<file path="config.mk">
export PLATFORM = sky130hd
export DESIGN_NAME = ccu_top
export DESIGN_NICKNAME = d
export VERILOG_FILES = /design/src/rtl/ccu_cfg_pkg.sv /design/src/rtl/ccu_bus_pkg.sv /design/src/rtl/ccu_ctrl.sv /design/src/rtl/ccu_top.sv /design/src/rtl/core_port_demux.sv /design/src/rtl/mem_arbiter.sv /design/src/rtl/shared_req_arbiter.sv
export SDC_FILE = /design/constraint.sdc
export NUM_CORES = 1
export LEC_CHECK = 0
export ABC_AREA = 0
export BUFFER_PORTS_ARGS = -buffer_cell sky130_fd_sc_hd__clkbuf_2
export CAP_MARGIN = 25
export CORE_AREA = 3 3 144 146
export CTS_BUF_LIST = sky130_fd_sc_hd__clkbuf_4 sky130_fd_sc_hd__clkbuf_8
export DETAILED_ROUTE_END_ITERATION = 10
export DIE_AREA = 0 0 147 149
export PLACE_DENSITY = 0.82
export REMOVE_ABC_BUFFERS = 1
export SLEW_MARGIN = 20
export SYNTH_ARGS = -nofsm -noshare
export SYNTH_HDL_FRONTEND = slang
export SYNTH_SLANG_ARGS = --single-unit
</file>
<file path="constraint.sdc">
create_clock -name clk_i -period 13.75 [get_ports clk_i]
set_clock_uncertainty 0.15 [all_clocks]
set_input_delay 0.6875 -clock clk_i [delete_from_list [all_inputs] [get_ports clk_i]]
set_output_delay 0.6875 -clock clk_i [all_outputs]
set_load 0.02 [all_outputs]
</file>
<file path="src/rtl/ccu_cfg_pkg.sv">
package ccu_cfg_pkg;

  localparam int AddrWidth    = 16;
  localparam int DataWidth    = 32;
  localparam int MaxCores     = 4;
  localparam int CoreIdxWidth = 2;
  localparam int MemTagWidth  = 3;  // Room for MaxCores plus the controller

  typedef enum logic {OP_READ, OP_WRITE} opcode_e;

  typedef enum logic {DOM_NON_SHARED, DOM_SHARED} domain_e;

  typedef enum logic {SNP_READ_SHARED, SNP_CLEAN_INVALID} snoop_e;

  // Coherency controller states
  typedef enum logic [2:0] {
    ST_IDLE,
    ST_SNOOP_REQ,
    ST_SNOOP_RSP,
    ST_MEM_REQ,
    ST_MEM_RSP,
    ST_RESPOND
  } ctrl_state_e;

endpackage

</file>
<file path="src/rtl/ccu_bus_pkg.sv">
package ccu_bus_pkg;

  // Request from a core, single beat
  typedef struct packed {
    ccu_cfg_pkg::opcode_e                op;
    ccu_cfg_pkg::domain_e                domain;
    logic [ccu_cfg_pkg::AddrWidth-1:0] addr;
    logic [ccu_cfg_pkg::DataWidth-1:0] wdata;
  } core_req_t;

  typedef struct packed {
    logic [ccu_cfg_pkg::DataWidth-1:0] rdata;  // Zero for writes
  } core_rsp_t;

  // Snoop towards a core
  typedef struct packed {
    ccu_cfg_pkg::snoop_e                 snoop;
    logic [ccu_cfg_pkg::AddrWidth-1:0] addr;
  } snoop_req_t;

  typedef struct packed {
    logic                              has_data;  // Core holds the line
    logic [ccu_cfg_pkg::DataWidth-1:0] data;
  } snoop_rsp_t;

  // Memory side, tag names the source port
  typedef struct packed {
    logic [ccu_cfg_pkg::MemTagWidth-1:0] tag;
    ccu_cfg_pkg::opcode_e                  op;
    logic [ccu_cfg_pkg::AddrWidth-1:0]   addr;
    logic [ccu_cfg_pkg::DataWidth-1:0]   wdata;
  } mem_req_t;

  typedef struct packed {
    logic [ccu_cfg_pkg::MemTagWidth-1:0] tag;
    logic [ccu_cfg_pkg::DataWidth-1:0]   rdata;
  } mem_rsp_t;

endpackage

</file>
<file path="src/rtl/ccu_ctrl.sv">
`timescale 1ns/1ns

module ccu_ctrl #(
  parameter int NoCores = 2
) (
  input  logic                                  clk_i,
  input  logic                                  reset_i,
  input  ccu_bus_pkg::core_req_t                ccu_req_i,
  input  logic                                  ccu_req_valid_i,
  output logic                                  ccu_req_ready_o,
  input  logic [ccu_cfg_pkg::CoreIdxWidth-1:0]  ccu_src_i,
  output ccu_bus_pkg::core_rsp_t                ccu_rsp_o,
  output logic                                  ccu_rsp_valid_o,
  input  logic                                  ccu_rsp_ready_i,
  output ccu_bus_pkg::snoop_req_t [NoCores-1:0] snp_req_o,
  output logic [NoCores-1:0]                    snp_req_valid_o,
  input  logic [NoCores-1:0]                    snp_req_ready_i,
  input  ccu_bus_pkg::snoop_rsp_t [NoCores-1:0] snp_rsp_i,
  input  logic [NoCores-1:0]                    snp_rsp_valid_i,
  output ccu_bus_pkg::mem_req_t                 mem_req_o,
  output logic                                  mem_req_valid_o,
  input  logic                                  mem_req_ready_i,
  input  ccu_bus_pkg::mem_rsp_t                 mem_rsp_i,
  input  logic                                  mem_rsp_valid_i,
  output logic                                  mem_rsp_ready_o
);

  localparam int DataW = ccu_cfg_pkg::DataWidth;

  ccu_cfg_pkg::ctrl_state_e             state_q;
  ccu_bus_pkg::core_req_t               req_q;
  logic [ccu_cfg_pkg::CoreIdxWidth-1:0] src_q;
  logic [NoCores-1:0]                   target;   // Every core but the source
  logic [NoCores-1:0]                   sent_q;   // Snoop accepted
  logic [NoCores-1:0]                   got_q;    // Snoop answered
  logic [NoCores-1:0]                   hit_q;    // Answered with data
  logic [NoCores-1:0]                   snp_fire;
  logic [NoCores-1:0]                   snp_in;
  logic [NoCores-1:0]                   snp_hit;
  logic [NoCores-1:0][DataW-1:0]        snp_data_q;
  logic [DataW-1:0]                     hit_data;
  logic [DataW-1:0]                     rdata_q;
  logic                                 is_write;

  assign is_write = (req_q.op == ccu_cfg_pkg::OP_WRITE);

  for (genvar i = 0; i < NoCores; i++) begin : gen_snoop
    assign target[i]          = (int'(src_q) != i);
    assign snp_req_o[i].snoop = is_write ? ccu_cfg_pkg::SNP_CLEAN_INVALID
                                         : ccu_cfg_pkg::SNP_READ_SHARED;
    assign snp_req_o[i].addr  = req_q.addr;
    assign snp_req_valid_o[i] = (state_q == ccu_cfg_pkg::ST_SNOOP_REQ) && target[i] && !sent_q[i];
    assign snp_fire[i]        = snp_req_valid_o[i] && snp_req_ready_i[i];
    assign snp_in[i]          = snp_rsp_valid_i[i] && target[i];
    assign snp_hit[i]         = snp_in[i] && snp_rsp_i[i].has_data;
  end

  // Lowest-indexed core with data wins
  always_comb begin
    hit_data = '0;
    for (int i = NoCores - 1; i >= 0; i--) begin
      if (hit_q[i])
        hit_data = snp_data_q[i];
    end
  end

  assign ccu_req_ready_o = (state_q == ccu_cfg_pkg::ST_IDLE);
  assign ccu_rsp_valid_o = (state_q == ccu_cfg_pkg::ST_RESPOND);
  assign ccu_rsp_o.rdata = rdata_q;
  assign mem_req_valid_o = (state_q == ccu_cfg_pkg::ST_MEM_REQ);
  assign mem_req_o       = '{tag: '0, op: req_q.op, addr: req_q.addr, wdata: req_q.wdata};
  assign mem_rsp_ready_o = (state_q == ccu_cfg_pkg::ST_MEM_RSP);

  always_ff @(posedge clk_i) begin
    if (reset_i) begin
      state_q <= ccu_cfg_pkg::ST_IDLE;
      sent_q  <= '0;
      got_q   <= '0;
      hit_q   <= '0;
    end else begin
      sent_q <= sent_q | snp_fire;
      got_q  <= got_q | snp_in;
      hit_q  <= hit_q | snp_hit;
      case (state_q)
        ccu_cfg_pkg::ST_IDLE: begin
          if (ccu_req_valid_i) begin
            state_q <= ccu_cfg_pkg::ST_SNOOP_REQ;
            sent_q  <= '0;
            got_q   <= '0;
            hit_q   <= '0;
          end
        end
        ccu_cfg_pkg::ST_SNOOP_REQ: begin
          if ((sent_q | snp_fire) == target)
            state_q <= ccu_cfg_pkg::ST_SNOOP_RSP;
        end
        ccu_cfg_pkg::ST_SNOOP_RSP: begin
          if (got_q == target)  // Memory skipped on a read hit
            state_q <= (!is_write && |hit_q) ? ccu_cfg_pkg::ST_RESPOND : ccu_cfg_pkg::ST_MEM_REQ;
        end
        ccu_cfg_pkg::ST_MEM_REQ: begin
          if (mem_req_ready_i)
            state_q <= ccu_cfg_pkg::ST_MEM_RSP;
        end
        ccu_cfg_pkg::ST_MEM_RSP: begin
          if (mem_rsp_valid_i)
            state_q <= ccu_cfg_pkg::ST_RESPOND;
        end
        ccu_cfg_pkg::ST_RESPOND: begin
          if (ccu_rsp_ready_i)
            state_q <= ccu_cfg_pkg::ST_IDLE;
        end
        default: state_q <= ccu_cfg_pkg::ST_IDLE;
      endcase
    end
  end

  always_ff @(posedge clk_i) begin
    if (ccu_req_valid_i && ccu_req_ready_o) begin
      req_q <= ccu_req_i;
      src_q <= ccu_src_i;
    end
    for (int i = 0; i < NoCores; i++) begin
      if (snp_in[i])
        snp_data_q[i] <= snp_rsp_i[i].data;
    end
    if (state_q == ccu_cfg_pkg::ST_SNOOP_RSP)
      rdata_q <= hit_data;
    if (mem_rsp_valid_i && mem_rsp_ready_o)
      rdata_q <= is_write ? '0 : mem_rsp_i.rdata;  // Writes answer zero
  end

endmodule

</file>
<file path="src/rtl/ccu_top.sv">
`timescale 1ns/1ns

module ccu_top #(
  parameter int NoCores = 2  // 2 up to MaxCores
) (
  input  logic                                  clk_i,
  input  logic                                  reset_i,
  input  ccu_bus_pkg::core_req_t  [NoCores-1:0] core_req_i,
  input  logic [NoCores-1:0]                    core_req_valid_i,
  output logic [NoCores-1:0]                    core_req_ready_o,
  output ccu_bus_pkg::core_rsp_t  [NoCores-1:0] core_rsp_o,
  output logic [NoCores-1:0]                    core_rsp_valid_o,
  input  logic [NoCores-1:0]                    core_rsp_ready_i,
  output ccu_bus_pkg::snoop_req_t [NoCores-1:0] snp_req_o,
  output logic [NoCores-1:0]                    snp_req_valid_o,
  input  logic [NoCores-1:0]                    snp_req_ready_i,
  input  ccu_bus_pkg::snoop_rsp_t [NoCores-1:0] snp_rsp_i,
  input  logic [NoCores-1:0]                    snp_rsp_valid_i,
  output ccu_bus_pkg::mem_req_t                 mem_req_o,
  output logic                                  mem_req_valid_o,
  input  logic                                  mem_req_ready_i,
  input  ccu_bus_pkg::mem_rsp_t                 mem_rsp_i,
  input  logic                                  mem_rsp_valid_i,
  output logic                                  mem_rsp_ready_o
);

  // Shareable path into the controller
  ccu_bus_pkg::core_req_t [NoCores-1:0] shr_reqs;
  logic [NoCores-1:0]                   shr_req_valid, shr_req_ready;
  ccu_bus_pkg::core_rsp_t [NoCores-1:0] shr_rsps;
  logic [NoCores-1:0]                   shr_rsp_valid, shr_rsp_ready;

  // Memory arbiter ports, index NoCores is the controller
  ccu_bus_pkg::mem_req_t [NoCores:0]    mem_reqs;
  logic [NoCores:0]                     mem_req_valid, mem_req_ready;
  ccu_bus_pkg::mem_rsp_t [NoCores:0]    mem_rsps;
  logic [NoCores:0]                     mem_rsp_valid, mem_rsp_ready;

  ccu_bus_pkg::core_req_t               ccu_req;
  logic                                 ccu_req_valid, ccu_req_ready;
  logic [ccu_cfg_pkg::CoreIdxWidth-1:0] ccu_src;
  ccu_bus_pkg::core_rsp_t               ccu_rsp;
  logic                                 ccu_rsp_valid, ccu_rsp_ready;

  for (genvar i = 0; i < NoCores; i++) begin : gen_core_demux
    core_port_demux i_core_port_demux (
      .clk_i              (clk_i),
      .reset_i            (reset_i),
      .slv_req_i          (core_req_i[i]),
      .slv_req_valid_i    (core_req_valid_i[i]),
      .slv_req_ready_o    (core_req_ready_o[i]),
      .slv_rsp_o          (core_rsp_o[i]),
      .slv_rsp_valid_o    (core_rsp_valid_o[i]),
      .slv_rsp_ready_i    (core_rsp_ready_i[i]),
      .direct_req_o       (mem_reqs[i]),
      .direct_req_valid_o (mem_req_valid[i]),
      .direct_req_ready_i (mem_req_ready[i]),
      .direct_rsp_i       (mem_rsps[i]),
      .direct_rsp_valid_i (mem_rsp_valid[i]),
      .direct_rsp_ready_o (mem_rsp_ready[i]),
      .shared_req_o       (shr_reqs[i]),
      .shared_req_valid_o (shr_req_valid[i]),
      .shared_req_ready_i (shr_req_ready[i]),
      .shared_rsp_i       (shr_rsps[i]),
      .shared_rsp_valid_i (shr_rsp_valid[i]),
      .shared_rsp_ready_o (shr_rsp_ready[i])
    );
  end

  shared_req_arbiter #(
    .NoCores (NoCores)
  ) i_shared_req_arbiter (
    .clk_i            (clk_i),
    .reset_i          (reset_i),
    .slv_reqs_i       (shr_reqs),
    .slv_reqs_valid_i (shr_req_valid),
    .slv_reqs_ready_o (shr_req_ready),
    .slv_rsps_o       (shr_rsps),
    .slv_rsps_valid_o (shr_rsp_valid),
    .slv_rsps_ready_i (shr_rsp_ready),
    .ccu_req_o        (ccu_req),
    .ccu_req_valid_o  (ccu_req_valid),
    .ccu_req_ready_i  (ccu_req_ready),
    .ccu_src_o        (ccu_src),
    .ccu_rsp_i        (ccu_rsp),
    .ccu_rsp_valid_i  (ccu_rsp_valid),
    .ccu_rsp_ready_o  (ccu_rsp_ready)
  );

  ccu_ctrl #(
    .NoCores (NoCores)
  ) i_ccu_ctrl (
    .clk_i           (clk_i),
    .reset_i         (reset_i),
    .ccu_req_i       (ccu_req),
    .ccu_req_valid_i (ccu_req_valid),
    .ccu_req_ready_o (ccu_req_ready),
    .ccu_src_i       (ccu_src),
    .ccu_rsp_o       (ccu_rsp),
    .ccu_rsp_valid_o (ccu_rsp_valid),
    .ccu_rsp_ready_i (ccu_rsp_ready),
    .snp_req_o       (snp_req_o),
    .snp_req_valid_o (snp_req_valid_o),
    .snp_req_ready_i (snp_req_ready_i),
    .snp_rsp_i       (snp_rsp_i),
    .snp_rsp_valid_i (snp_rsp_valid_i),
    .mem_req_o       (mem_reqs[NoCores]),
    .mem_req_valid_o (mem_req_valid[NoCores]),
    .mem_req_ready_i (mem_req_ready[NoCores]),
    .mem_rsp_i       (mem_rsps[NoCores]),
    .mem_rsp_valid_i (mem_rsp_valid[NoCores]),
    .mem_rsp_ready_o (mem_rsp_ready[NoCores])
  );

  mem_arbiter #(
    .NoCores (NoCores)
  ) i_mem_arbiter (
    .clk_i            (clk_i),
    .reset_i          (reset_i),
    .slv_reqs_i       (mem_reqs),
    .slv_reqs_valid_i (mem_req_valid),
    .slv_reqs_ready_o (mem_req_ready),
    .slv_rsps_o       (mem_rsps),
    .slv_rsps_valid_o (mem_rsp_valid),
    .slv_rsps_ready_i (mem_rsp_ready),
    .mem_req_o        (mem_req_o),
    .mem_req_valid_o  (mem_req_valid_o),
    .mem_req_ready_i  (mem_req_ready_i),
    .mem_rsp_i        (mem_rsp_i),
    .mem_rsp_valid_i  (mem_rsp_valid_i),
    .mem_rsp_ready_o  (mem_rsp_ready_o)
  );

endmodule

</file>
<file path="src/rtl/core_port_demux.sv">
`timescale 1ns/1ns

module core_port_demux (
  input  logic                   clk_i,
  input  logic                   reset_i,
  input  ccu_bus_pkg::core_req_t slv_req_i,
  input  logic                   slv_req_valid_i,
  output logic                   slv_req_ready_o,
  output ccu_bus_pkg::core_rsp_t slv_rsp_o,
  output logic                   slv_rsp_valid_o,
  input  logic                   slv_rsp_ready_i,
  output ccu_bus_pkg::mem_req_t  direct_req_o,
  output logic                   direct_req_valid_o,
  input  logic                   direct_req_ready_i,
  input  ccu_bus_pkg::mem_rsp_t  direct_rsp_i,
  input  logic                   direct_rsp_valid_i,
  output logic                   direct_rsp_ready_o,
  output ccu_bus_pkg::core_req_t shared_req_o,
  output logic                   shared_req_valid_o,
  input  logic                   shared_req_ready_i,
  input  ccu_bus_pkg::core_rsp_t shared_rsp_i,
  input  logic                   shared_rsp_valid_i,
  output logic                   shared_rsp_ready_o
);

  logic pending_q;  // Response still outstanding
  logic route_q;    // Set when the outstanding request went to the shared path
  logic is_shared;

  assign is_shared = (slv_req_i.domain == ccu_cfg_pkg::DOM_SHARED);

  // Same payload on both paths, only one valid rises
  assign shared_req_o = slv_req_i;
  assign direct_req_o = '{
    tag:   '0,
    op:    slv_req_i.op,
    addr:  slv_req_i.addr,
    wdata: slv_req_i.wdata
  };
  assign direct_req_valid_o = slv_req_valid_i && !pending_q && !is_shared;
  assign shared_req_valid_o = slv_req_valid_i && !pending_q && is_shared;
  assign slv_req_ready_o    = !pending_q && (is_shared ? shared_req_ready_i : direct_req_ready_i);

  // Response only from the path the request took
  assign slv_rsp_o.rdata    = route_q ? shared_rsp_i.rdata : direct_rsp_i.rdata;
  assign slv_rsp_valid_o    = pending_q && (route_q ? shared_rsp_valid_i : direct_rsp_valid_i);
  assign direct_rsp_ready_o = pending_q && !route_q && slv_rsp_ready_i;
  assign shared_rsp_ready_o = pending_q && route_q && slv_rsp_ready_i;

  always_ff @(posedge clk_i) begin
    if (reset_i) begin
      pending_q <= 1'b0;
      route_q   <= 1'b0;
    end else if (slv_req_valid_i && slv_req_ready_o) begin
      pending_q <= 1'b1;
      route_q   <= is_shared;
    end else if (slv_rsp_valid_o && slv_rsp_ready_i) begin
      pending_q <= 1'b0;
    end
  end

endmodule

</file>
<file path="src/rtl/mem_arbiter.sv">
`timescale 1ns/1ns

module mem_arbiter #(
  parameter int NoCores = 2
) (
  input  logic                               clk_i,
  input  logic                               reset_i,
  input  ccu_bus_pkg::mem_req_t [NoCores:0]  slv_reqs_i,  // Last entry is the controller
  input  logic [NoCores:0]                   slv_reqs_valid_i,
  output logic [NoCores:0]                   slv_reqs_ready_o,
  output ccu_bus_pkg::mem_rsp_t [NoCores:0]  slv_rsps_o,
  output logic [NoCores:0]                   slv_rsps_valid_o,
  input  logic [NoCores:0]                   slv_rsps_ready_i,
  output ccu_bus_pkg::mem_req_t              mem_req_o,
  output logic                               mem_req_valid_o,
  input  logic                               mem_req_ready_i,
  input  ccu_bus_pkg::mem_rsp_t              mem_rsp_i,
  input  logic                               mem_rsp_valid_i,
  output logic                               mem_rsp_ready_o
);

  localparam int NoSrc = NoCores + 1;
  localparam int TagW  = ccu_cfg_pkg::MemTagWidth;

  logic [TagW-1:0] rr_q;
  logic [TagW-1:0] pick;
  logic [TagW-1:0] grant;
  logic [TagW-1:0] hold_idx_q;
  logic            hold_q;  // Grant frozen while memory stalls
  logic            any_valid;

  always_comb begin
    int unsigned idx;
    any_valid = 1'b0;
    pick      = '0;
    for (int unsigned off = 0; off < NoSrc; off++) begin
      idx = (rr_q + off) % NoSrc;
      if (!any_valid && slv_reqs_valid_i[idx]) begin
        any_valid = 1'b1;
        pick      = TagW'(idx);
      end
    end
  end

  assign grant           = hold_q ? hold_idx_q : pick;
  assign mem_req_valid_o = any_valid;

  always_comb begin
    mem_req_o       = slv_reqs_i[grant];
    mem_req_o.tag   = grant;  // Source index travels with the request
    mem_rsp_ready_o = 1'b0;
    for (int i = 0; i < NoSrc; i++) begin
      slv_reqs_ready_o[i] = any_valid && mem_req_ready_i && (int'(grant) == i);
      slv_rsps_o[i]       = mem_rsp_i;
      slv_rsps_valid_o[i] = mem_rsp_valid_i && (int'(mem_rsp_i.tag) == i);
      if (int'(mem_rsp_i.tag) == i)
        mem_rsp_ready_o = slv_rsps_ready_i[i];
    end
  end

  always_ff @(posedge clk_i) begin
    if (reset_i) begin
      rr_q       <= '0;
      hold_q     <= 1'b0;
      hold_idx_q <= '0;
    end else begin
      hold_q     <= any_valid && !mem_req_ready_i;
      hold_idx_q <= grant;
      if (any_valid && mem_req_ready_i)
        rr_q <= (int'(grant) == NoCores) ? '0 : grant + 1'b1;
    end
  end

endmodule

</file>
<file path="src/rtl/shared_req_arbiter.sv">
`timescale 1ns/1ns

module shared_req_arbiter #(
  parameter int NoCores = 2
) (
  input  logic                                 clk_i,
  input  logic                                 reset_i,
  input  ccu_bus_pkg::core_req_t [NoCores-1:0] slv_reqs_i,
  input  logic [NoCores-1:0]                   slv_reqs_valid_i,
  output logic [NoCores-1:0]                   slv_reqs_ready_o,
  output ccu_bus_pkg::core_rsp_t [NoCores-1:0] slv_rsps_o,
  output logic [NoCores-1:0]                   slv_rsps_valid_o,
  input  logic [NoCores-1:0]                   slv_rsps_ready_i,
  output ccu_bus_pkg::core_req_t               ccu_req_o,
  output logic                                 ccu_req_valid_o,
  input  logic                                 ccu_req_ready_i,
  output logic [ccu_cfg_pkg::CoreIdxWidth-1:0] ccu_src_o,
  input  ccu_bus_pkg::core_rsp_t               ccu_rsp_i,
  input  logic                                 ccu_rsp_valid_i,
  output logic                                 ccu_rsp_ready_o
);

  localparam int IdxW = ccu_cfg_pkg::CoreIdxWidth;

  logic [IdxW-1:0] rr_q;     // Highest priority core
  logic [IdxW-1:0] owner_q;  // Core being served by the controller
  logic [IdxW-1:0] pick;
  logic [IdxW-1:0] sel;
  logic            lock_q;
  logic            any_valid;

  // First valid core at or after the pointer
  always_comb begin
    int unsigned idx;
    any_valid = 1'b0;
    pick      = '0;
    for (int unsigned off = 0; off < NoCores; off++) begin
      idx = (rr_q + off) % NoCores;
      if (!any_valid && slv_reqs_valid_i[idx]) begin
        any_valid = 1'b1;
        pick      = IdxW'(idx);
      end
    end
  end

  assign sel             = lock_q ? owner_q : pick;
  assign ccu_src_o       = sel;
  assign ccu_req_o       = slv_reqs_i[sel];
  assign ccu_req_valid_o = !lock_q && any_valid;

  always_comb begin
    ccu_rsp_ready_o = 1'b0;
    for (int i = 0; i < NoCores; i++) begin
      slv_rsps_o[i]       = ccu_rsp_i;
      slv_reqs_ready_o[i] = ccu_req_valid_o && ccu_req_ready_i && (int'(pick) == i);
      slv_rsps_valid_o[i] = lock_q && ccu_rsp_valid_i && (int'(owner_q) == i);
      if (lock_q && int'(owner_q) == i)
        ccu_rsp_ready_o = slv_rsps_ready_i[i];
    end
  end

  always_ff @(posedge clk_i) begin
    if (reset_i) begin
      rr_q    <= '0;
      owner_q <= '0;
      lock_q  <= 1'b0;
    end else if (ccu_req_valid_o && ccu_req_ready_i) begin
      lock_q  <= 1'b1;
      owner_q <= pick;
    end else if (ccu_rsp_valid_i && ccu_rsp_ready_o) begin
      lock_q <= 1'b0;
      rr_q   <= (int'(owner_q) == NoCores - 1) ? '0 : owner_q + 1'b1;  // Past the winner
    end
  end

endmodule

</file>
Yosys cells after proc, flatten, opt, wreduce, memory -nomap -nowiden
Cells that the tools add are included.

Output and inout port bits: 158. Bits in registers: 171.

Equal/unequal tests: 20. Bitwise operators: 4. Reduce and logical (&&, ||, !) cells: 82. Divide/modulo/power cells: 3. $add $sub $neg: 5. $lt $le $gt $ge: 7. Mux-type cells: 65.

Operators by type and width (count): $mux W32 (7); $bmux W52 S2 (1); $mux W50 (2); $lt A32 B3 Y1 const B (3); $mod A32 B2 Y32 const B (2); $logic_and A1 B1 Y1 (55); $mux W49 (1); $mux W3 (12); $mod A3 B2 Y32 const B (1); $mux W1 (30); $pmux W3 S6 (1); $mux W2 (8); $logic_not A1 Y1 (14); $eq A3 B2 Y1 const B (4); $eq A3 B3 Y1 const B (4); $reduce_bool A2 Y1 (5); $logic_not A3 Y1 (3); $ne A2 B2 Y1 const B (4); $bmux W1 S2 (3); $ne A2 B1 Y1 const B (3); $or A2 B2 Y2 (3); $reduce_and A6 Y1 (1); $add A3 B1 Y4 const B (1); $add A3 B2 Y4 const B (1); other kinds (12) (17).

Depth between registers and ports, before layout
Gate-level depths: netlist (run 1).

Depth after elaboration: 19. Gate-level depth with buffers: 20. Depth with buffers taken out: 18.

By module
A second synthesis (run 1) with hierarchy kept.

Cells, all modules: 1226. Area total of the unflattened synthesis: 13434.1 µm².

By module, submodules not included: ccu_ctrl (area each 5993.2 µm², cells an instance 374, times used 1); mem_arbiter (area each 3233.1 µm², cells an instance 392, times used 1); core_port_demux (area each 1337.5 µm², cells an instance 158, times used 2); shared_req_arbiter (area each 1532.7 µm², cells an instance 144, times used 1).

Worst setup path before layout (run 1)
No wires, ideal clock.

Path kind: input port to output port. Start point: input port core_req_i[48] (netlist bit). End point: output port core_req_ready_o[1]. Setup slack: 7117 ps. Required time: 12912 ps. Cell stages on the path: 7. Buffers on the path: 1. Data arrival time: 5796 ps. Cell sequence: nand3b_1 a211o_1 nor3_1 inv_1 or2_2 a21oi_1 buf_4.

Cells in the longest elaborated chain, start to end: 16.

RTL lines: start: declaration (RTL line ccu_top.sv:8) `input ccu_bus_pkg::core_req_t [NoCores-1:0] core_req_i,`; $logic_not A1 Y1 (RTL line core_port_demux.sv:40) `assign direct_req_valid_o = slv_req_valid_i && !pending_q && !is_shared;`; $logic_and A1 B1 Y1 (RTL line core_port_demux.sv:40); $bmux W1 S2 (RTL line mem_arbiter.sv:38) `if (!any_valid && slv_reqs_valid_i[idx]) begin`; $mux W1 (implied by the code) (RTL line mem_arbiter.sv:38); $mux W1 (RTL line mem_arbiter.sv:38); $logic_not A1 Y1 (RTL line mem_arbiter.sv:38); $logic_and A1 B1 Y1 (RTL line mem_arbiter.sv:38); $mux W1 (RTL line mem_arbiter.sv:38); $logic_not A1 Y1 (RTL line mem_arbiter.sv:38); $logic_and A1 B1 Y1 (RTL line mem_arbiter.sv:38); $mux W3 (RTL line mem_arbiter.sv:38); $mux W3 (RTL line mem_arbiter.sv:45) `assign grant = hold_q ? hold_idx_q : pick;`; $eq A3 B2 Y1 (RTL line mem_arbiter.sv:53) `slv_reqs_ready_o[i] = any_valid && mem_req_ready_i && (int'(grant) == i);`; $logic_and A1 B1 Y1 (RTL line mem_arbiter.sv:53); $mux W1 (*) (RTL line core_port_demux.sv:42) `assign slv_req_ready_o = !pending_q && (is_shared ? shared_req_ready_i : direct_req_ready_i);`; $logic_and A1 B1 Y1 (*) (RTL line core_port_demux.sv:42); end: declaration (RTL line ccu_top.sv:10) `output logic [NoCores-1:0] core_req_ready_o,`.

Mark *: on every way between the ends. The rest lies on a longest branch, timed or not. The select of a mux whose other input is x is not followed.

Worst setup path in the final report (run 1)
Start point: register i_mem_arbiter.rr_q[1]. End point: output port core_req_ready_o[0].

Cells in the longest elaborated chain, start to end: 15.

RTL lines: start: declaration (RTL line mem_arbiter.sv:25) `logic [TagW-1:0] rr_q;`; start signal: assignment (RTL line mem_arbiter.sv:70) `rr_q <= (int'(grant) == NoCores) ? '0 : grant + 1'b1;`; parallel branches: the longest is 12 deep, another holds $mod A32 B2 Y32; $logic_and A1 B1 Y1 (*) (RTL line mem_arbiter.sv:53); $mux W1 (*) (RTL line core_port_demux.sv:42); $logic_and A1 B1 Y1 (*) (RTL line core_port_demux.sv:42).

Mark *: on every way between the ends. The select of a mux whose other input is x is not followed.

==> impl_metrics.env, run 1 <==
export IMPL_postCtsSetupBuffers=0
export IMPL_dr_pass1_iters=5
export IMPL_slew_headroom=0.353
export IMPL_min_period_ps=6750
export IMPL_post_place_ws_ps=7490
export IMPL_drc=0
export IMPL_start_kind="register"
export IMPL_die_y_um=149
export IMPL_cpMostUsedCell="ha_1"
export IMPL_ys_seq_elements=169
export IMPL_diodes=0
export IMPL_htree_num_levels=4
export IMPL_antenna_found_initial=0
export IMPL_cts_resized=0
export IMPL_endpoint="core_req_ready_o[0]"
export IMPL_ys_async_sr_fraction=0
export IMPL_reg2reg_slack_ps=8340
export IMPL_grt_start_max_net_pins=66
export IMPL_synth_top_area_cell="edfxtp_1"
export IMPL_ys_seq_area_frac=0.484
export IMPL_crit_chain="ha_1, nand2_1, inv_1, ha_1, nand3_1, a22oi_1, o211ai_1, xor2_2, ha_1, nor3_4, mux2_4, a22oi_4, a2bb2oi_4, buf_4, nand3_4, o31ai_1, clkbuf_2"
export IMPL_rr_worst_depth=17
export IMPL_cp_buffers_inverters=3
export IMPL_rr_startpoint="i_mem_arbiter.rr_q[1]"
export IMPL_setup_slack_ps=7000
export IMPL_clk_pin_slew_worst_paths_ps=110
export IMPL_viasPerCell=5.67
export IMPL_arrival_ps=5910
export IMPL_io_pins=371
export IMPL_cts_buffers=17
export IMPL_vias=8315
export IMPL_worstSkewPairLatency_ps=470
export IMPL_synthCells=884
export IMPL_grt_pass1_wl_um=43700
export IMPL_setup_tns_ps=0
export IMPL_critPathSlowestCell="buf_4"
export IMPL_cp_depth=17
export IMPL_placed_cell_area_mm2=0.0118
export IMPL_ys_warnings_count=0
export IMPL_leakage_nw=5.27
export IMPL_final_layout_size_suffix_gt1_frac=0.464
export IMPL_synth_most_common_cell="edfxtp_1"
export IMPL_fin_nets=1419
export IMPL_die_w_um=147
export IMPL_portBuffers=370
export IMPL_reg2reg_to="i_mem_arbiter.rr_q[2]"
export IMPL_hp_class="input pin to register"
export IMPL_area_growth_pct=22.3
export IMPL_core_area_mm2=0.0195
export IMPL_std_cell_rows=51
export IMPL_gp_congestion=0.864
export IMPL_syn_cell_area_mm2=0.0100
export IMPL_critPathMaxFanout=56
export IMPL_crit_required_ps=12910
export IMPL_avgSynthCellArea_um2=11.3
export IMPL_status="completed"
export IMPL_synth_edff_count=146
export IMPL_antenna_left=0
export IMPL_synthTopCellsByArea="edfxtp_1 44%, mux2_2 13%, mux2i_1 5.3%"
export IMPL_clock_root_buffer="clkbuf_8"
export IMPL_setup_violations=0
export IMPL_critPathMaxStageDelay_ps=730
export IMPL_dpl_hpwl_um=21400
export IMPL_synth_top_cell_area_share=0.438
export IMPL_tightest_slew_ps=969
export IMPL_cp_end_kind="output pin"
export IMPL_cts_buffer_depth=2
export IMPL_criticalPathCategory="register to output pin"
export IMPL_grt_total_usage=0.253
export IMPL_rsz0062_at_grt="false"
export IMPL_synth_cell_types=77
export IMPL_fin_area_mm2=0.0123
export IMPL_initial_core_util=0.513
export IMPL_die_area_mm2=0.0219
export IMPL_hold_buffers=0
export IMPL_max_freq_mhz=148
export IMPL_drt_iter0_drc=578
export IMPL_path_delay_family="compound AO/OA/AOI/OAI gates"
export IMPL_avgRoutedWirePerCell_um=19.8
export IMPL_cts_tree="built"
export IMPL_yosys_most_used_dff="edfxtp_1"
export IMPL_clock_sinks=169
export IMPL_finalCritPeriodShare=0.491
export IMPL_startpoint="i_mem_arbiter.rr_q[1]"
export IMPL_slew_violations=0
export IMPL_ir_drop_mv=0.133
export IMPL_finalHoldViolations=0
export IMPL_powerDensity_mw_per_mm2=184
export IMPL_drv_cap=0
export IMPL_grt_overflow_total=0
export IMPL_grt_pass1_vias=8198
export IMPL_synth_commonest_cells="146 x edfxtp_1, 113 x mux2_2, 74 x nand2_1"
export IMPL_wirelength_um=29000
export IMPL_hold_start="snp_rsp_i[59]"
metal layers:
layer  global-route usage  routed length [um]
met5                    0                   0
met3               0.0532                2020
met2                0.455               15300
met4               0.0853                 785
met1                0.302               10900
logic make-up (layout without fill, tap and decap cells):
logic type / after synthesis / count (layout) / share of synthesized area
XOR/XNOR: 8 / 8 / 0.00849
adder cells (fa/ha/maj): 17 / 17 / 0.0212
multiplexers: 167 / 167 / 0.181
AO/OA/AOI/OAI: 204 / 204 / 0.138
AND/OR/NAND/NOR: 199 / 199 / 0.103
buffers and inverters: 120 / 437 / 0.0637
flip-flops: 169 / 169 / 0.484
report_power, final:
part           switching, mW  internal, mW  total (mW)
clock                  0.205         0.151       0.355
combinational          0.703         0.425        1.13
sequential            0.0704         0.700       0.771
layout by cell type, fill, tap and decap left out, drive strengths merged, types with 5 or more instances in the layout:
| cell | count |
|---|---|
| a21oi | 54 |
| a221oi | 33 |
| a31oi | 5 |
| and2 | 6 |
| buf | 13 |
| clkbuf | 387 |
| dfxtp | 23 |
| edfxtp | 146 |
| ha | 17 |
| inv | 31 |
| mux2 | 114 |
| mux2i | 53 |
| nand2 | 74 |
| nand2b | 39 |
| nand3 | 9 |
| nor2 | 29 |
| nor2b | 9 |
| nor3 | 9 |
| nor3b | 6 |
| o21ai | 62 |
| xnor2 | 7 |
worst min-delay path by stage:
| stage | endpoint | depth (start not counted) |
|---|---|---|
| floorplan | i_shared_req_arbiter.rr_q[0] | 2 |
| global placement | i_ccu_ctrl.got_q[1] | 2 |
| detailed placement | i_shared_req_arbiter.rr_q[0] | 2 |
| CTS | i_ccu_ctrl.snp_data_q[32] | 1 |
| global route | i_ccu_ctrl.snp_data_q[4] | 1 |
| finish | i_ccu_ctrl.snp_data_q[58] | 1 |
worst register-to-register path, delay by kind of cell (launching register included):
family                   cells  cell delay [ps]
AO/OA/AOI/OAI                5             1030
XOR/XNOR                     2              380
adder cells (fa/ha/maj)      3             1040
buffers and inverters        2              960
flip-flops                   1              610
multiplexers                 1              340
AND/OR/NAND/NOR              4              760
flip-flops by register name, indices dropped and copies added, names as in the netlist, 2 cells and up:
name                                        cells
gen_core_demux.i_core_port_demux.pending_q      2
gen_core_demux.i_core_port_demux.route_q        2
i_ccu_ctrl.ccu_rsp_o                           32
i_ccu_ctrl.got_q                                2
i_ccu_ctrl.hit_q                                2
i_ccu_ctrl.mem_req_o                           48
i_ccu_ctrl.sent_q                               2
i_ccu_ctrl.snp_data_q                          64
i_ccu_ctrl.state_q                              3
i_mem_arbiter.hold_idx_q                        3
i_mem_arbiter.rr_q                              3
metrics by stage:
stage               hold WS, ps  total power, mW  utilization  std cells
global route                205             2.38        0.627       1466
global placement            317             1.87        0.604       1432
CTS                         204             2.25        0.625       1464
floorplan                   298             1.54            -        787
detailed placement          320             1.90        0.605       1433
finish                      235             2.25        0.627       1466
cell type report:
class / instances / area (um^2)
Fill cell: 1593 / 7280
Clock buffer: 17 / 234
Sequential cell: 169 / 4840
Inverter: 23 / 86.3
Clock inverter: 14 / 156
Timing Repair Buffer: 383 / 2000
Multi-Input combinational cell: 595 / 4600
Tap cell: 265 / 332
Note: power is estimated with default switching activity, not from simulation.
==> run 2: changes to the inputs <==
- CORE_AREA: 3 3 144 146 -> default
- CORE_MARGIN: default -> 3
- CORE_UTILIZATION: default -> 52
- DIE_AREA: 0 0 147 149 -> default
- PLACE_DENSITY: 0.82 -> 0.84
- clock period: 13.75 -> 6.87 ns (I/O delays scaled with it)
==> impl_metrics.env, run 2 (same netlist as run 1, synthesis figures left out) <==
export IMPL_status="completed"
export IMPL_grt_total_usage=0.281
export IMPL_multi_input_area_mm2=0.00460
export IMPL_slew_violations=0
export IMPL_leakage_nw=5.57
export IMPL_finalCritPeriodShare=0.927
export IMPL_powerDensity_mw_per_mm2=355
export IMPL_cp_end_kind="output pin"
export IMPL_reg2reg_slack_ps=1510
export IMPL_initial_core_util=0.532
export IMPL_cp_buffers_inverters=3
export IMPL_pwr_share_comb=0.501
export IMPL_setup_violations=0
export IMPL_clock_root_buffer="clkbuf_8"
export IMPL_clk_pin_slew_worst_paths_ps=100
export IMPL_cts_tree="built"
export IMPL_grt_pass1_vias=8605
export IMPL_dpl_cell_count=1429
export IMPL_final_common_cell="clkbuf_2"
export IMPL_critPathSlowestCell="and2_2"
export IMPL_finalCoreUtilization=0.687
export IMPL_criticalPathCategory="register to output pin"
export IMPL_die_y_um=145
export IMPL_clkPwrFrac=0.159
export IMPL_internal_power_mw=2.60
export IMPL_wirelength_um=31200
export IMPL_dpl_hpwl_um=21400
export IMPL_finalHoldViolations=0
export IMPL_grt_overflow_total=0
export IMPL_gp_congestion=0.901
export IMPL_grt_start_max_net_pins=66
export IMPL_cts_buffers=17
export IMPL_core_area_mm2=0.0188
export IMPL_rsz0062_at_grt="false"
export IMPL_critPathMaxFanout=43
export IMPL_worstSkewPairLatency_ps=460
export IMPL_vias=8755
export IMPL_std_cell_rows=50
export IMPL_final_layout_size_suffix_gt1_frac=0.439
export IMPL_ir_drop_mv=0.319
export IMPL_regMostFlops="i_ccu_ctrl.snp_data_q"
export IMPL_path_delay_family="simple AND/OR/NAND/NOR gates"
export IMPL_start_kind="register"
export IMPL_die_area_mm2=0.0210
export IMPL_crit_chain="ha_1, nand2_1, inv_1, nor2_1, ha_1, a22oi_1, o211ai_1, xor2_2, ha_1, nor3_4, mux2_4, a22oi_4, a2bb2oi_4, and2_2, buf_4, nand2_1, o21ai_0, clkbuf_2"
export IMPL_grt_pass1_wl_um=45600
export IMPL_fin_total_pwr_mw=4.59
export IMPL_slew_headroom=0.370
export IMPL_max_freq_mhz=157
export IMPL_hp_class="input pin to register"
export IMPL_htree_num_levels=4
export IMPL_arrival_ps=5880
export IMPL_area_growth_pct=29.1
export IMPL_drc=0
export IMPL_stdcell_count=1534
export IMPL_largest_reg_flops=64
export IMPL_tightest_slew_ps=946
export IMPL_final_fill_count=1369
export IMPL_dr_pass1_iters=6
export IMPL_cts_buffer_depth=2
export IMPL_fin_nets=1489
export IMPL_seq_power_share=0.340
export IMPL_cpMostUsedCell="ha_1"
export IMPL_portBuffers=370
export IMPL_seq_area_mm2=0.00485
export IMPL_p_switching_mw=1.99
export IMPL_final_cell_mix="370 x clkbuf_2, 146 x edfxtp_1, 113 x mux2_2, 74 x nand2_1, 70 x dlygate4sd3_1"
export IMPL_min_period_ps=6370
export IMPL_viasPerCell=5.71
export IMPL_io_pins=371
export IMPL_drt_iter0_drc=572
export IMPL_critPathMaxStageDelay_ps=720
export IMPL_die_w_um=145
export IMPL_crit_required_ps=6380
export IMPL_drv_cap=0
export IMPL_switching_share=0.434
export IMPL_clock_sinks=169
export IMPL_avgRoutedWirePerCell_um=20.3
export IMPL_antenna_left=0
export IMPL_antenna_found_initial=0
==> run 2: layout make-up <==
| class | count | area share |
|---|---|---|
| clock inverter | 15 | 0.0130 |
| multi-input combinational | 595 | 0.355 |
| antenna | 2 | 0.000387 |
| tap | 260 | 0.0252 |
| inverter | 23 | 0.00668 |
| clock buffer | 17 | 0.0181 |
| sequential | 169 | 0.375 |
| timing repair buffer | 453 | 0.207 |
==> run 2: what timing repair did <==
item                                    CTS  global route
hold buffers                             70             0
endpoints found under the hold margin    70             0
buffers inserted                          0             0
gates resized for setup                   0             1
endpoints found under the setup margin    0             2
==> run 2: metal layers <==
layer / track usage / share of wire / vias up
li1: - / - / 4035
met4: 0.0947 / 0.027 / 0
met3: 0.0667 / 0.072 / 70
met2: 0.506 / 0.54 / 430
met1: 0.329 / 0.36 / 4220
met5: 0 / 0 / -
==> run 2: final timing paths <==
kind                            cells past startpoint                   from                        to
worst max register to register                     16  i_mem_arbiter.rr_q[1]     i_ccu_ctrl.state_q[0]
worst min-delay path                                2         core_req_i[61]  i_ccu_ctrl.mem_req_o[11]
worst min register to register                      2    i_ccu_ctrl.got_q[1]       i_ccu_ctrl.got_q[1]
worst max-delay path                               18  i_mem_arbiter.rr_q[1]             mem_req_o[48]
==> run 2: power groups by stage <==
stage,logic [mW],clock network (mW),registers (mW)
6_report,2.30,0.728,1.56
5_1_grt,2.46,0.781,1.59
4_1_cts,2.28,0.737,1.56
3_5_place_dp,2.24,0,1.58
3_3_place_gp,2.20,0,1.57
2_1_floorplan,1.45,0,1.63
==> run 2: worst reg2reg max path, cell delays in order (launching register included) <==
cell and delay, ps:
dfxtp_1 630, ha_1 490, nand2_1 190, inv_1 230, nor2_1 80, ha_1 250
a22oi_1 280, o211ai_1 190, xor2_2 210, ha_1 290, nor3_4 300, mux2_4 340
a22oi_4 300, a2bb2oi_4 190, and2_2 720, a41o_1 290, a211oi_1 70
==> run 2: through the flow <==
step	instance area [um^2]	TNS [ps]	hold WS, ps	setup WS [ps]
finish	12900	0	45.0	499
global route	12900	0	20.2	93.2
CTS	12900	0	16.7	327
detailed placement	11800	0	324	845
global placement	11800	0	314	1060
floorplan	9470	-25040	263	-494
